--- src/icache_bus_pkg.sv ---
`default_nettype none

// Refill bus and fetch port dimensions.
package icache_bus_pkg;

    // Bus data word and fetch address width.
    parameter int RW = 16;

    // One instruction as returned to the fetch stage.
    parameter int I_SIZE = 32;

    // Bus word address holds the line address with the beat number below it.
    parameter int BUS_AW = 17;

    // Bus beats needed to fill one line.
    parameter int BEATS = 8;

    // Beat counter width.
    parameter int BEAT_W = 3;

endpackage

`default_nettype wire

--- src/icache_geom_pkg.sv ---
`default_nettype none

// Cache line geometry and the two views of a line.
package icache_geom_pkg;

    import icache_bus_pkg::*;

    // One line holds a full burst.
    parameter int LINE_W = BEATS * RW;

    // Instructions per line and the offset that selects one.
    parameter int INSTRS = LINE_W / I_SIZE;
    parameter int OFF_W = 2;

    // Number of index bits unless the top level says otherwise.
    parameter int DEF_IDX_W = 5;

    // Refill writes the line beat by beat and readout picks one instruction.
    // Beat 0 and instruction 0 sit in the low bits.
    typedef union packed {
        logic [BEATS-1:0][RW-1:0]      beat;
        logic [INSTRS-1:0][I_SIZE-1:0] instr;
    } icache_line_u;

endpackage

`default_nettype wire

--- src/icache.sv ---
`default_nettype none

module icache
    import icache_bus_pkg::*;
    import icache_geom_pkg::*;
#(
    parameter int IDX_W = DEF_IDX_W
) (
    input  logic                        i_clk,
    input  logic                        i_rst,
    input  logic                        i_req,
    input  logic                        i_submit,
    input  logic                        i_flush,
    input  logic [RW-1:0]               i_addr,
    output logic                        o_ack,
    output logic [I_SIZE-1:0]           o_data,

    // Refill unit.
    output logic                        o_refill_start,
    output logic [RW-OFF_W-1:0]         o_line_addr,
    input  logic                        i_refill_busy,
    input  logic                        i_fetch_end,
    input  logic                        i_bus_err,
    input  icache_line_u                i_fill_line,

    // Line storage.
    output logic [IDX_W-1:0]            o_ram_index,
    output logic                        o_ram_we,
    output logic                        o_ram_clear,
    output logic [RW-IDX_W-OFF_W-1:0]   o_ram_tag,
    output icache_line_u                o_ram_line,
    input  logic [RW-IDX_W-OFF_W-1:0]   i_ram_tag,
    input  icache_line_u                i_ram_line,
    input  logic                        i_ram_valid
);

    localparam int TAG_W = RW - IDX_W - OFF_W;

    logic              pending;
    logic [RW-1:0]     pending_addr;
    logic [RW-1:0]     next_addr;
    logic [RW-1:0]     read_addr;
    logic              read_valid;
    logic              accept_ok;
    logic              accept;
    logic              flush_q;
    logic              cancelled;
    logic              line_ok;
    logic              hit;
    logic              miss;
    logic              ram_we;
    logic [TAG_W-1:0]  read_tag;
    logic [IDX_W-1:0]  read_index;
    logic [IDX_W-1:0]  next_index;
    logic [OFF_W-1:0]  read_off;
    icache_line_u      sel_line;

    // A held submit goes ahead of the one on the port.
    assign next_addr = pending ? pending_addr : i_addr;

    assign accept_ok = i_req & ~i_refill_busy & ~miss;
    assign accept = accept_ok & (pending | i_submit);

    always_ff @(posedge i_clk) begin
        if (i_rst) begin
            pending <= 1'b0;
        end else if (i_submit && (!accept_ok || pending)) begin
            pending <= 1'b1;
        end else if (accept_ok) begin
            pending <= 1'b0;
        end
    end

    always_ff @(posedge i_clk) begin
        if (i_submit && (!accept_ok || pending)) begin
            pending_addr <= i_addr;
        end
    end

    always_ff @(posedge i_clk) begin
        if (i_rst) begin
            read_valid <= 1'b0;
        end else begin
            read_valid <= accept;
        end
    end

    // Held steady through a whole refill since nothing is accepted then.
    always_ff @(posedge i_clk) begin
        if (accept) begin
            read_addr <= next_addr;
        end
    end

    assign read_tag = read_addr[RW-1 -: TAG_W];
    assign read_index = read_addr[OFF_W +: IDX_W];
    assign read_off = read_addr[OFF_W-1:0];
    assign next_index = next_addr[OFF_W +: IDX_W];

    // The RAM still shows old valid bits right after a flush.
    always_ff @(posedge i_clk) begin
        if (i_rst) begin
            flush_q <= 1'b0;
        end else begin
            flush_q <= i_flush;
        end
    end

    assign line_ok = i_ram_valid & (i_ram_tag == read_tag) & ~flush_q;
    assign hit = read_valid & line_ok;
    assign miss = read_valid & ~line_ok;

    // A flush during a refill still returns the data but does not keep the line.
    always_ff @(posedge i_clk) begin
        if (i_rst) begin
            cancelled <= 1'b0;
        end else if (i_fetch_end) begin
            cancelled <= 1'b0;
        end else if (i_flush && (i_refill_busy || miss)) begin
            cancelled <= 1'b1;
        end
    end

    assign ram_we = i_fetch_end & ~cancelled & ~i_flush & ~i_bus_err;

    assign o_refill_start = miss;
    assign o_line_addr = read_addr[RW-1:OFF_W];

    assign o_ram_we = ram_we;
    assign o_ram_clear = i_flush;
    assign o_ram_index = ram_we ? read_index : next_index;
    assign o_ram_tag = read_tag;
    assign o_ram_line = i_fill_line;

    assign o_ack = hit | i_fetch_end;

    // instruction pick
    assign sel_line = i_fetch_end ? i_fill_line : i_ram_line;
    assign o_data = sel_line.instr[read_off];

endmodule

`default_nettype wire

--- src/icache_ram.sv ---
`default_nettype none

module icache_ram
    import icache_bus_pkg::*;
    import icache_geom_pkg::*;
#(
    parameter int IDX_W = DEF_IDX_W
) (
    input  logic                        i_clk,
    input  logic                        i_rst,
    input  logic                        i_clear,
    input  logic [IDX_W-1:0]            i_index,
    input  logic                        i_we,
    input  logic [RW-IDX_W-OFF_W-1:0]   i_tag,
    input  icache_line_u                i_line,
    output logic [RW-IDX_W-OFF_W-1:0]   o_tag,
    output icache_line_u                o_line,
    output logic                        o_valid
);

    localparam int TAG_W = RW - IDX_W - OFF_W;
    localparam int ENTRIES = 1 << IDX_W;

    logic [TAG_W-1:0] tag_mem [ENTRIES];
    icache_line_u     line_mem [ENTRIES];
    logic [ENTRIES-1:0] valid;

    // Tag and data arrays are read one cycle after the index.
    always_ff @(posedge i_clk) begin
        if (i_we) begin
            tag_mem[i_index] <= i_tag;
            line_mem[i_index] <= i_line;
        end
        o_tag <= tag_mem[i_index];
        o_line <= line_mem[i_index];
    end

    // Clear wins over a write in the same cycle.
    always_ff @(posedge i_clk) begin
        if (i_rst || i_clear) begin
            valid <= '0;
        end else if (i_we) begin
            valid[i_index] <= 1'b1;
        end
    end

    always_ff @(posedge i_clk) begin
        if (i_rst) begin
            o_valid <= 1'b0;
        end else begin
            o_valid <= valid[i_index];
        end
    end

endmodule

`default_nettype wire

--- src/icache_refill.sv ---
`default_nettype none

module icache_refill
    import icache_bus_pkg::*;
    import icache_geom_pkg::*;
#(
    parameter int IDX_W = DEF_IDX_W
) (
    input  logic                    i_clk,
    input  logic                    i_rst,
    input  logic                    i_start,
    input  logic [RW-OFF_W-1:0]     i_line_addr,
    input  logic [RW-1:0]           i_wb_dat,
    input  logic                    i_wb_ack,
    input  logic                    i_wb_err,
    output logic                    o_wb_cyc,
    output logic                    o_wb_stb,
    output logic [BUS_AW-1:0]       o_wb_adr,
    output logic                    o_busy,
    output logic                    o_fetch_end,
    output icache_line_u            o_line,
    output logic                    o_bus_err
);

    localparam int TAG_W = RW - IDX_W - OFF_W;
    localparam int LA_W = TAG_W + IDX_W;

    logic [LA_W-1:0]   line_addr;
    logic [BEAT_W-1:0] beat_cnt;
    logic              beat_done;
    logic              err_seen;
    icache_line_u      collect;

    // A beat completes on ack or err while the cycle is open.
    assign beat_done = o_wb_cyc & o_wb_stb & (i_wb_ack | i_wb_err);
    assign o_fetch_end = beat_done & (beat_cnt == BEAT_W'(BEATS - 1));

    assign o_wb_adr = {line_addr, beat_cnt};
    assign o_busy = o_wb_cyc;

    always_ff @(posedge i_clk) begin
        if (i_rst) begin
            o_wb_cyc <= 1'b0;
            o_wb_stb <= 1'b0;
            beat_cnt <= '0;
        end else if (o_fetch_end) begin
            o_wb_cyc <= 1'b0;
            o_wb_stb <= 1'b0;
            beat_cnt <= '0;
        end else if (beat_done) begin
            beat_cnt <= beat_cnt + 1'b1;
        end else if (i_start) begin
            o_wb_cyc <= 1'b1;
            o_wb_stb <= 1'b1;
            beat_cnt <= '0;
        end
    end

    // Sticky error for the whole burst.
    always_ff @(posedge i_clk) begin
        if (i_rst) begin
            err_seen <= 1'b0;
        end else if (i_start && !o_wb_cyc) begin
            err_seen <= 1'b0;
        end else if (beat_done) begin
            err_seen <= err_seen | i_wb_err;
        end
    end

    assign o_bus_err = err_seen | (o_fetch_end & i_wb_err);

    always_ff @(posedge i_clk) begin
        if (i_start && !o_wb_cyc) begin
            line_addr <= i_line_addr;
        end
    end

    always_ff @(posedge i_clk) begin
        if (beat_done) begin
            collect.beat[beat_cnt] <= i_wb_dat;
        end
    end

    // Last beat goes straight from the bus into the line.
    always_comb begin
        o_line = collect;
        o_line.beat[BEATS-1] = i_wb_dat;
    end

endmodule

`default_nettype wire

--- src/icache_top.sv ---
`default_nettype none

module icache_top
    import icache_bus_pkg::*;
    import icache_geom_pkg::*;
#(
    parameter int IDX_W = DEF_IDX_W
) (
    input  logic                i_clk,
    input  logic                i_rst,
    input  logic                i_req,
    input  logic                i_submit,
    input  logic [RW-1:0]       i_addr,
    input  logic                i_flush,
    output logic                o_ack,
    output logic [I_SIZE-1:0]   o_data,
    output logic                o_wb_cyc,
    output logic                o_wb_stb,
    output logic [BUS_AW-1:0]   o_wb_adr,
    input  logic [RW-1:0]       i_wb_dat,
    input  logic                i_wb_ack,
    input  logic                i_wb_err
);

    localparam int TAG_W = RW - IDX_W - OFF_W;

    logic                refill_start;
    logic [RW-OFF_W-1:0] line_addr;
    logic                refill_busy;
    logic                fetch_end;
    logic                bus_err;
    icache_line_u        fill_line;

    logic [IDX_W-1:0]    ram_index;
    logic                ram_we;
    logic                ram_clear;
    logic [TAG_W-1:0]    ram_wr_tag;
    icache_line_u        ram_wr_line;
    logic [TAG_W-1:0]    ram_rd_tag;
    icache_line_u        ram_rd_line;
    logic                ram_valid;

    icache #(
        .IDX_W(IDX_W)
    ) u_ctrl (
        .i_clk          (i_clk),
        .i_rst          (i_rst),
        .i_req          (i_req),
        .i_submit       (i_submit),
        .i_flush        (i_flush),
        .i_addr         (i_addr),
        .o_ack          (o_ack),
        .o_data         (o_data),
        .o_refill_start (refill_start),
        .o_line_addr    (line_addr),
        .i_refill_busy  (refill_busy),
        .i_fetch_end    (fetch_end),
        .i_bus_err      (bus_err),
        .i_fill_line    (fill_line),
        .o_ram_index    (ram_index),
        .o_ram_we       (ram_we),
        .o_ram_clear    (ram_clear),
        .o_ram_tag      (ram_wr_tag),
        .o_ram_line     (ram_wr_line),
        .i_ram_tag      (ram_rd_tag),
        .i_ram_line     (ram_rd_line),
        .i_ram_valid    (ram_valid)
    );

    icache_refill #(
        .IDX_W(IDX_W)
    ) u_refill (
        .i_clk       (i_clk),
        .i_rst       (i_rst),
        .i_start     (refill_start),
        .i_line_addr (line_addr),
        .i_wb_dat    (i_wb_dat),
        .i_wb_ack    (i_wb_ack),
        .i_wb_err    (i_wb_err),
        .o_wb_cyc    (o_wb_cyc),
        .o_wb_stb    (o_wb_stb),
        .o_wb_adr    (o_wb_adr),
        .o_busy      (refill_busy),
        .o_fetch_end (fetch_end),
        .o_line      (fill_line),
        .o_bus_err   (bus_err)
    );

    icache_ram #(
        .IDX_W(IDX_W)
    ) u_ram (
        .i_clk   (i_clk),
        .i_rst   (i_rst),
        .i_clear (ram_clear),
        .i_index (ram_index),
        .i_we    (ram_we),
        .i_tag   (ram_wr_tag),
        .i_line  (ram_wr_line),
        .o_tag   (ram_rd_tag),
        .o_line  (ram_rd_line),
        .o_valid (ram_valid)
    );

endmodule

`default_nettype wire

--- config.mk ---
export PLATFORM = sky130hd
export DESIGN_NAME = icache_top
export DESIGN_NICKNAME = d
export VERILOG_FILES = /design/src/icache_bus_pkg.sv /design/src/icache_geom_pkg.sv /design/src/icache.sv /design/src/icache_ram.sv /design/src/icache_refill.sv /design/src/icache_top.sv
export SDC_FILE = /design/constraint.sdc
export NUM_CORES = 2
export LEC_CHECK = 0
export ABC_AREA = 1
export CAP_MARGIN = 10
export CELL_PAD_IN_SITES_DETAIL_PLACEMENT = 0
export CELL_PAD_IN_SITES_GLOBAL_PLACEMENT = 2
export CORE_MARGIN = 2
export CORE_UTILIZATION = 41
export DETAILED_ROUTE_END_ITERATION = 10
export DONT_BUFFER_PORTS = 1
export PLACE_DENSITY_LB_ADDON = 0.1
export SYNTH_ARGS = -nofsm -noshare
export SYNTH_HDL_FRONTEND = slang
export SYNTH_MEMORY_MAX_BITS = 65536
export SYNTH_SLANG_ARGS = --single-unit
--- constraint.sdc ---
create_clock -name i_clk -period 16.7 [get_ports i_clk]
set_input_delay 5.01 -clock i_clk [delete_from_list [all_inputs] [get_ports i_clk]]
set_output_delay 5.01 -clock i_clk [all_outputs]
set_load 0.01 [all_outputs]
* After elaboration in Yosys (flattened, before gate mapping)
Memories as Yosys holds them, arrays and structs flattened. A register that Yosys moved wholly into a read port is not among the register bits.
Cells that the tools add are included.
** Cells by class
- Add/subtract/negate cells :: 1
- $lt $le $gt $ge :: 5
- Equal/unequal tests :: 2
- Mux-type cells :: 18
- Bitwise gates (word level) :: 27
- Reduce and logical (&&, ||, !) cells :: 15
** Operators by type and width (count)
- $bwmux W128 :: 1
- $mux W128 :: 1
- $bmux W32 S2 :: 1
- $demux W16 S3 :: 1
- $mux W16 :: 2
- $mux W32 :: 1
- $or A32 B32 Y32 :: 1
- $and A1 B1 Y1 :: 13
- $eq A9 B9 Y1 :: 1
- $not A1 Y1 :: 8
- $lt A5 B6 Y1 const B :: 1
- $mux W1 :: 6
- $mux W3 :: 2
- $bmux W1 S5 :: 1
- $demux W1 S5 :: 1
- $ge A5 B1 Y1 const B :: 1
- $logic_and A1 B1 Y1 :: 5
- $mux W5 :: 1
- $or A1 B1 Y1 :: 5
- $lt A3 B4 Y1 const B :: 1
- $reduce_bool A2 Y1 :: 2
- $reduce_or A2 Y1 :: 2
- $add A3 B1 Y3 const B :: 1
- $eq A3 B3 Y1 const B :: 1
- 5 further kinds :: 8
** Word-level totals
- Flip-flop bits (word level) :: 216
- Bits in writable memories :: 4384
- Bits of input ports :: 39
- Output and inout port bits :: 52
- Logic and storage cells :: 83
- Memories kept :: 2
** Memories
- u_ram.line_mem :: depth 32, width 128, read ports 1, clocked after Yosys merged registers in 1, write ports 1, line icache_ram.sv:25 : icache_line_u line_mem [ENTRIES];
- u_ram.tag_mem :: depth 32, width 9, read ports 1, clocked after Yosys merged registers in 1, write ports 1, line icache_ram.sv:24 : logic [TAG_W-1:0] tag_mem [ENTRIES];

* Depth between registers and ports, before layout
- Word-level depth :: 13
- Gate-level depth with buffers :: 17
- Mapped depth without buffers :: 14

* Modules after synthesis
From an unflattened synthesis, not the netlist that was laid out.
** Unflattened totals
- Cells, all modules :: 13069
- Area total of the unflattened synthesis :: 177744.2 sq um
** Modules (own cells, without submodules)
- icache_ram :: times used 1, cells each 12094, area each 168625.5 sq um
- icache :: times used 1, cells each 786, area each 4884.7 sq um
- icache_refill :: times used 1, cells each 189, area each 4234.1 sq um

* Least setup slack after synthesis
No wires, ideal clock.
- Path type :: input-to-output
- Start point :: input port i_wb_err
- End point :: output port o_data[30]
- Arrival time :: 6.449 ns
- Setup slack :: 5.241 ns
- Stages on the path :: 9
- Buffers on the path :: 2
- Cell sequence :: nand2_1 -> nand2_2 -> nand2_4 -> clkbuf_1 -> clkbuf_1 -> o21ai_0 -> o22ai_1 -> nor2_1 -> a31oi_1
** Between the ends
- Longest elaborated chain between the ends :: 6
** RTL lines
- start, declared :: line icache_top.sv:22 : input logic i_wb_err
- $or A1 B1 Y1 :: line icache_refill.sv:35 : assign beat_done = o_wb_cyc & o_wb_stb & (i_wb_ack | i_wb_err);
- $and A1 B1 Y1 :: line icache_refill.sv:35
- $and A1 B1 Y1 :: line icache_refill.sv:36 : assign o_fetch_end = beat_done & (beat_cnt == BEAT_W'(BEATS - 1));
- $mux W128 :: line icache.sv:138 : assign sel_line = i_fetch_end ? i_fill_line : i_ram_line;
- $bmux W32 S2 :: line icache.sv:139 : assign o_data = sel_line.instr[read_off];
- $mux W32 (implied by the code) :: line icache.sv:139
- end, declared :: line icache_top.sv:16 : output logic [I_SIZE-1:0] o_data,
No other way between the ends. The select of a mux whose other input is x is not followed.

* Worst setup path in the final report
- Start point :: input port i_wb_ack
- End point :: output port o_data[22]
** Between the ends
- Longest elaborated chain between the ends :: 6
** RTL lines
- start, declared :: line icache_top.sv:21 : input logic i_wb_ack,
- $or A1 B1 Y1 :: line icache_refill.sv:35
- $and A1 B1 Y1 :: line icache_refill.sv:35
- $and A1 B1 Y1 :: line icache_refill.sv:36
- $mux W128 :: line icache.sv:138
- $bmux W32 S2 :: line icache.sv:139
- $mux W32 (implied by the code) :: line icache.sv:139
No other way between the ends. The select of a mux whose other input is x is not followed.

==> results.md <==
- Gr ovfl total: 0
- Max cap viols: 0
- Hold Path Depth: 0
- Final worst path period share: 80.1%
- Worst-path clk slew: 0.06 ns
- Finish-stage setup viols: 0
- Netlist Area Pre-Place: 182000 um^2
- Top achievable clock speed: 74.7 MHz
- Fraction of registers with async set/reset: 0%
- Primary FF master, synth: edfxtp_1
- Critical path class: in2out
- Die Height: 671 um
- Syn_nets: 15000
- IO Count: 91
- Port bufs: 0
- Critical Path End: o_data[22]
- DRC: 0
- Max Slew Vio Count: 0
- Vias in the first global route: 114000
- Top routing layer used: met5
- Worst slew margin: 14.2%
- Die area: 450000 um^2
- Avg WL per Cell: 30.6 um
- Synth cell types: 39
- Yosys warnings: 0
- R2R cell count: 20
- Syn Inst Count: 15000
- WL final: 653000 um
- Antenna violations before repair: 52
- Nature of the critical path endpoint: primary output
- Post-place setup slack: 3.39 ns
- Detail Route met2 WL: 310000 um
- Post_cts resized: 0
- Syn avg cell area: 12.2 um^2
- Clk Latency, worst-skew pair: 1.05 ns
- CP Data Required Time: 11.69 ns
- Yosys reg bits: 4721
- Root buf cell: clkbuf_16
- Die Width: 671 um
- Comb pwr share: 7.1%
- Outcome: completed
- Static leakage: 74.6 nW
- Worst path arrival time: 8.37 ns
- Sw frac: 24.3%
- H-tree depth reported by CTS: 6
- Setup TNS: 0 ns
- Vias: 118000
- Fin Clk Skew: 0.0371 ns
- Post-route ant nets: 0
- Area Overhead vs Synth: 12.8%
- Post-synth EDFFs: 4542
- Final net count: 15000
- Crit path from: i_wb_ack
- Maximum vdd drop: 104 uV
- Cell Rows: 244
- Sequential share of the synthesized area: 76.8%
- Commonest non-fill, non-tap cell in the layout: nand2_1
- Final worst path period need: 13.38 ns
- Vias/cell: 5.54
- Hold_buf cts: 0
- Sinks on the clock net: 4721
- Internal Power: 19.9 mW
- Worst-Margin Slew: 1.29 ns
- Cts bufs inserted: 533
- CTS max path bufs: 4
- Worst setup SP type: primary input
- Hold Fails Final Rpt: 0
- First-pass iteration count of the detailed router: 5
- Worst reg2reg startpoint: u_refill.beat_cnt[1]$_SDFFE_PP0P_
- Met3 routed WL: 43200 um
- Initial Util: 41.2%
- Layout cells sized above 1: 6.85%
- CTS tree: done
- Final GP Congestion: 0.801
- Starting DRC count in detailed routing: 13800
- End of the worst register-to-register path: u_ram.o_line[51]$_DFF_P_
- First-pass GRT wire length: 901000 um
- Hold/Removal Path Class: reg2reg
- Gr usage total: 28.3%
- Register-to-register path setup slack: 9.35 ns
- Switching power: 6.36 mW
- Largest net degree at the start of global routing: 164
- Post-Route M1 WL: 279000 um
- Core box area: 442000 um^2
- Commonest non-fill, non-tap cells in the layout: 6352 x nand2_1, 4542 x edfxtp_1, 1104 x a21oi_1
- Postcts setup bufs: 0
- Final HPWL DP: 301000 um
- Final WS setup: 3.32 ns
- Clock power share: 42.7%
- Seq pwr share: 50.3%
- Pwr per Cell Area: 127 nW/um^2
- RSZ-0062 raised after global routing: false
- Critical Path Fanout Max: 72
==> flip-flops by register name, summed over array words and instances, names as in the netlist, 14 cells and up <==
signal and count:
u_ram.o_line 128, u_ctrl.read_addr 16, u_ram.line_mem 4096, u_refill.collect 112
u_ram.tag_mem 288, u_ram.valid 32, u_refill.line_addr 14, u_ctrl.pending_addr 16
==> power groups by stage <==
stage,Sequential [mW],Clock (mW),Combinational [mW]
after floorplan,13.2,0,1.13
after detailed placement,13.4,0,1.85
after global placement,13.4,0,1.85
after global routing,13.2,11.8,2.02
final,13.2,11.2,1.85
after CTS,13.2,11.3,1.86
==> layout make-up <==
type                            instances  area [um^2]
Sequential cell                      4721       140000
Inverter                               69          522
Multi-Input combinational cell       9376        38700
Clock buffer                          759        15000
Fill cell                           39600       237000
Tap cell                             5904         7390
Antenna cell                           19         47.5
Clock inverter                        196         1430
Timing Repair Buffer                  273         2640
==> metal layers <==
metal / up-vias / global-route usage, %
met1: 60500 / 39.3
met5: - / 0
li1: 51900 / -
met3: 964 / 3.15
met2: 4765 / 47.1
met4: 4 / 8.68
==> critical path, stage by stage <==
cell and delay (ns):
nand2_1 0.14, a21oi_4 0.53, buf_4 0.83, buf_4 0.54
nor2_1 0.08, nor2_1 0.11, o21ai_0 0.10, a31oi_1 0.85
==> cell families after synthesis <==
logic type / Yosys count / synth area share, %
fa+ha+maj: 2 / 0.0137
buf+inv: 855 / 2.10
compound gates: 2408 / 6.68
simple gates: 6963 / 14.4
xor+xnor: 3 / 0.0144
flops: 4721 / 76.8
==> worst min-delay path by stage <==
| stage | from | end |
|---|---|---|
| after floorplan | u_ctrl.read_addr[3]$_DFFE_PP_ | u_refill.line_addr[1]$_DFFE_PP_ |
| after global placement | u_ram.valid[18]$_SDFFE_PP0P_ | u_ram.valid[18]$_SDFFE_PP0P_ |
| after detailed placement | u_ctrl.read_addr[12]$_DFFE_PP_ | u_refill.line_addr[10]$_DFFE_PP_ |
| after CTS | u_ctrl.read_addr[12]$_DFFE_PP_ | u_refill.line_addr[10]$_DFFE_PP_ |
| after global routing | u_ctrl.read_addr[14]$_DFFE_PP_ | u_refill.line_addr[12]$_DFFE_PP_ |
| final | u_ctrl.read_addr[12]$_DFFE_PP_ | u_refill.line_addr[10]$_DFFE_PP_ |
==> through the flow <==
stage | utilization, % | area, um^2 | hold WS [ns] | instances | power, mW
2_1_floorplan | - | 182000 | 0.426 | 15000 | 14.4
3_3_place_gp | 42.7 | 189000 | 0.447 | 20300 | 15.3
3_5_place_dp | 42.7 | 189000 | 0.451 | 20300 | 15.3
4_1_cts | 46.4 | 205000 | 0.457 | 21300 | 26.4
5_1_grt | 46.5 | 206000 | 0.484 | 21300 | 27.0
6_report | 46.5 | 206000 | 0.462 | 21300 | 26.2
==> synthesized netlist by cell type, types with 2 or more instances <==
| cell type | count | share of area [%] |
|---|---|---|
| dfxtp_1 | 179 | 2.0 |
| clkbuf_1 | 306 | 0.63 |
| a21oi_1 | 1105 | 3.0 |
| nor2_1 | 573 | 1.2 |
| nand3_1 | 14 | 0.038 |
| o22ai_1 | 34 | 0.12 |
| buf_2 | 431 | 1.2 |
| inv_1 | 48 | 0.099 |
| buf_1 | 29 | 0.060 |
| a211oi_1 | 2 | 0.0082 |
| ha_1 | 2 | 0.014 |
| o21ai_0 | 704 | 1.9 |
| a31oi_1 | 32 | 0.11 |
| inv_2 | 18 | 0.037 |
| clkbuf_2 | 2 | 0.0055 |
| nand2_1 | 6352 | 13 |
| buf_4 | 15 | 0.062 |
| o21ai_4 | 2 | 0.018 |
| xor2_1 | 2 | 0.0096 |
| buf_6 | 3 | 0.019 |
| o21ai_2 | 4 | 0.019 |
| nand2_2 | 5 | 0.017 |
| nor3_1 | 5 | 0.014 |
| o21ai_1 | 522 | 1.4 |
| nor3_4 | 8 | 0.071 |
| edfxtp_1 | 4542 | 75 |
Power figures use the tool's default switching activity.
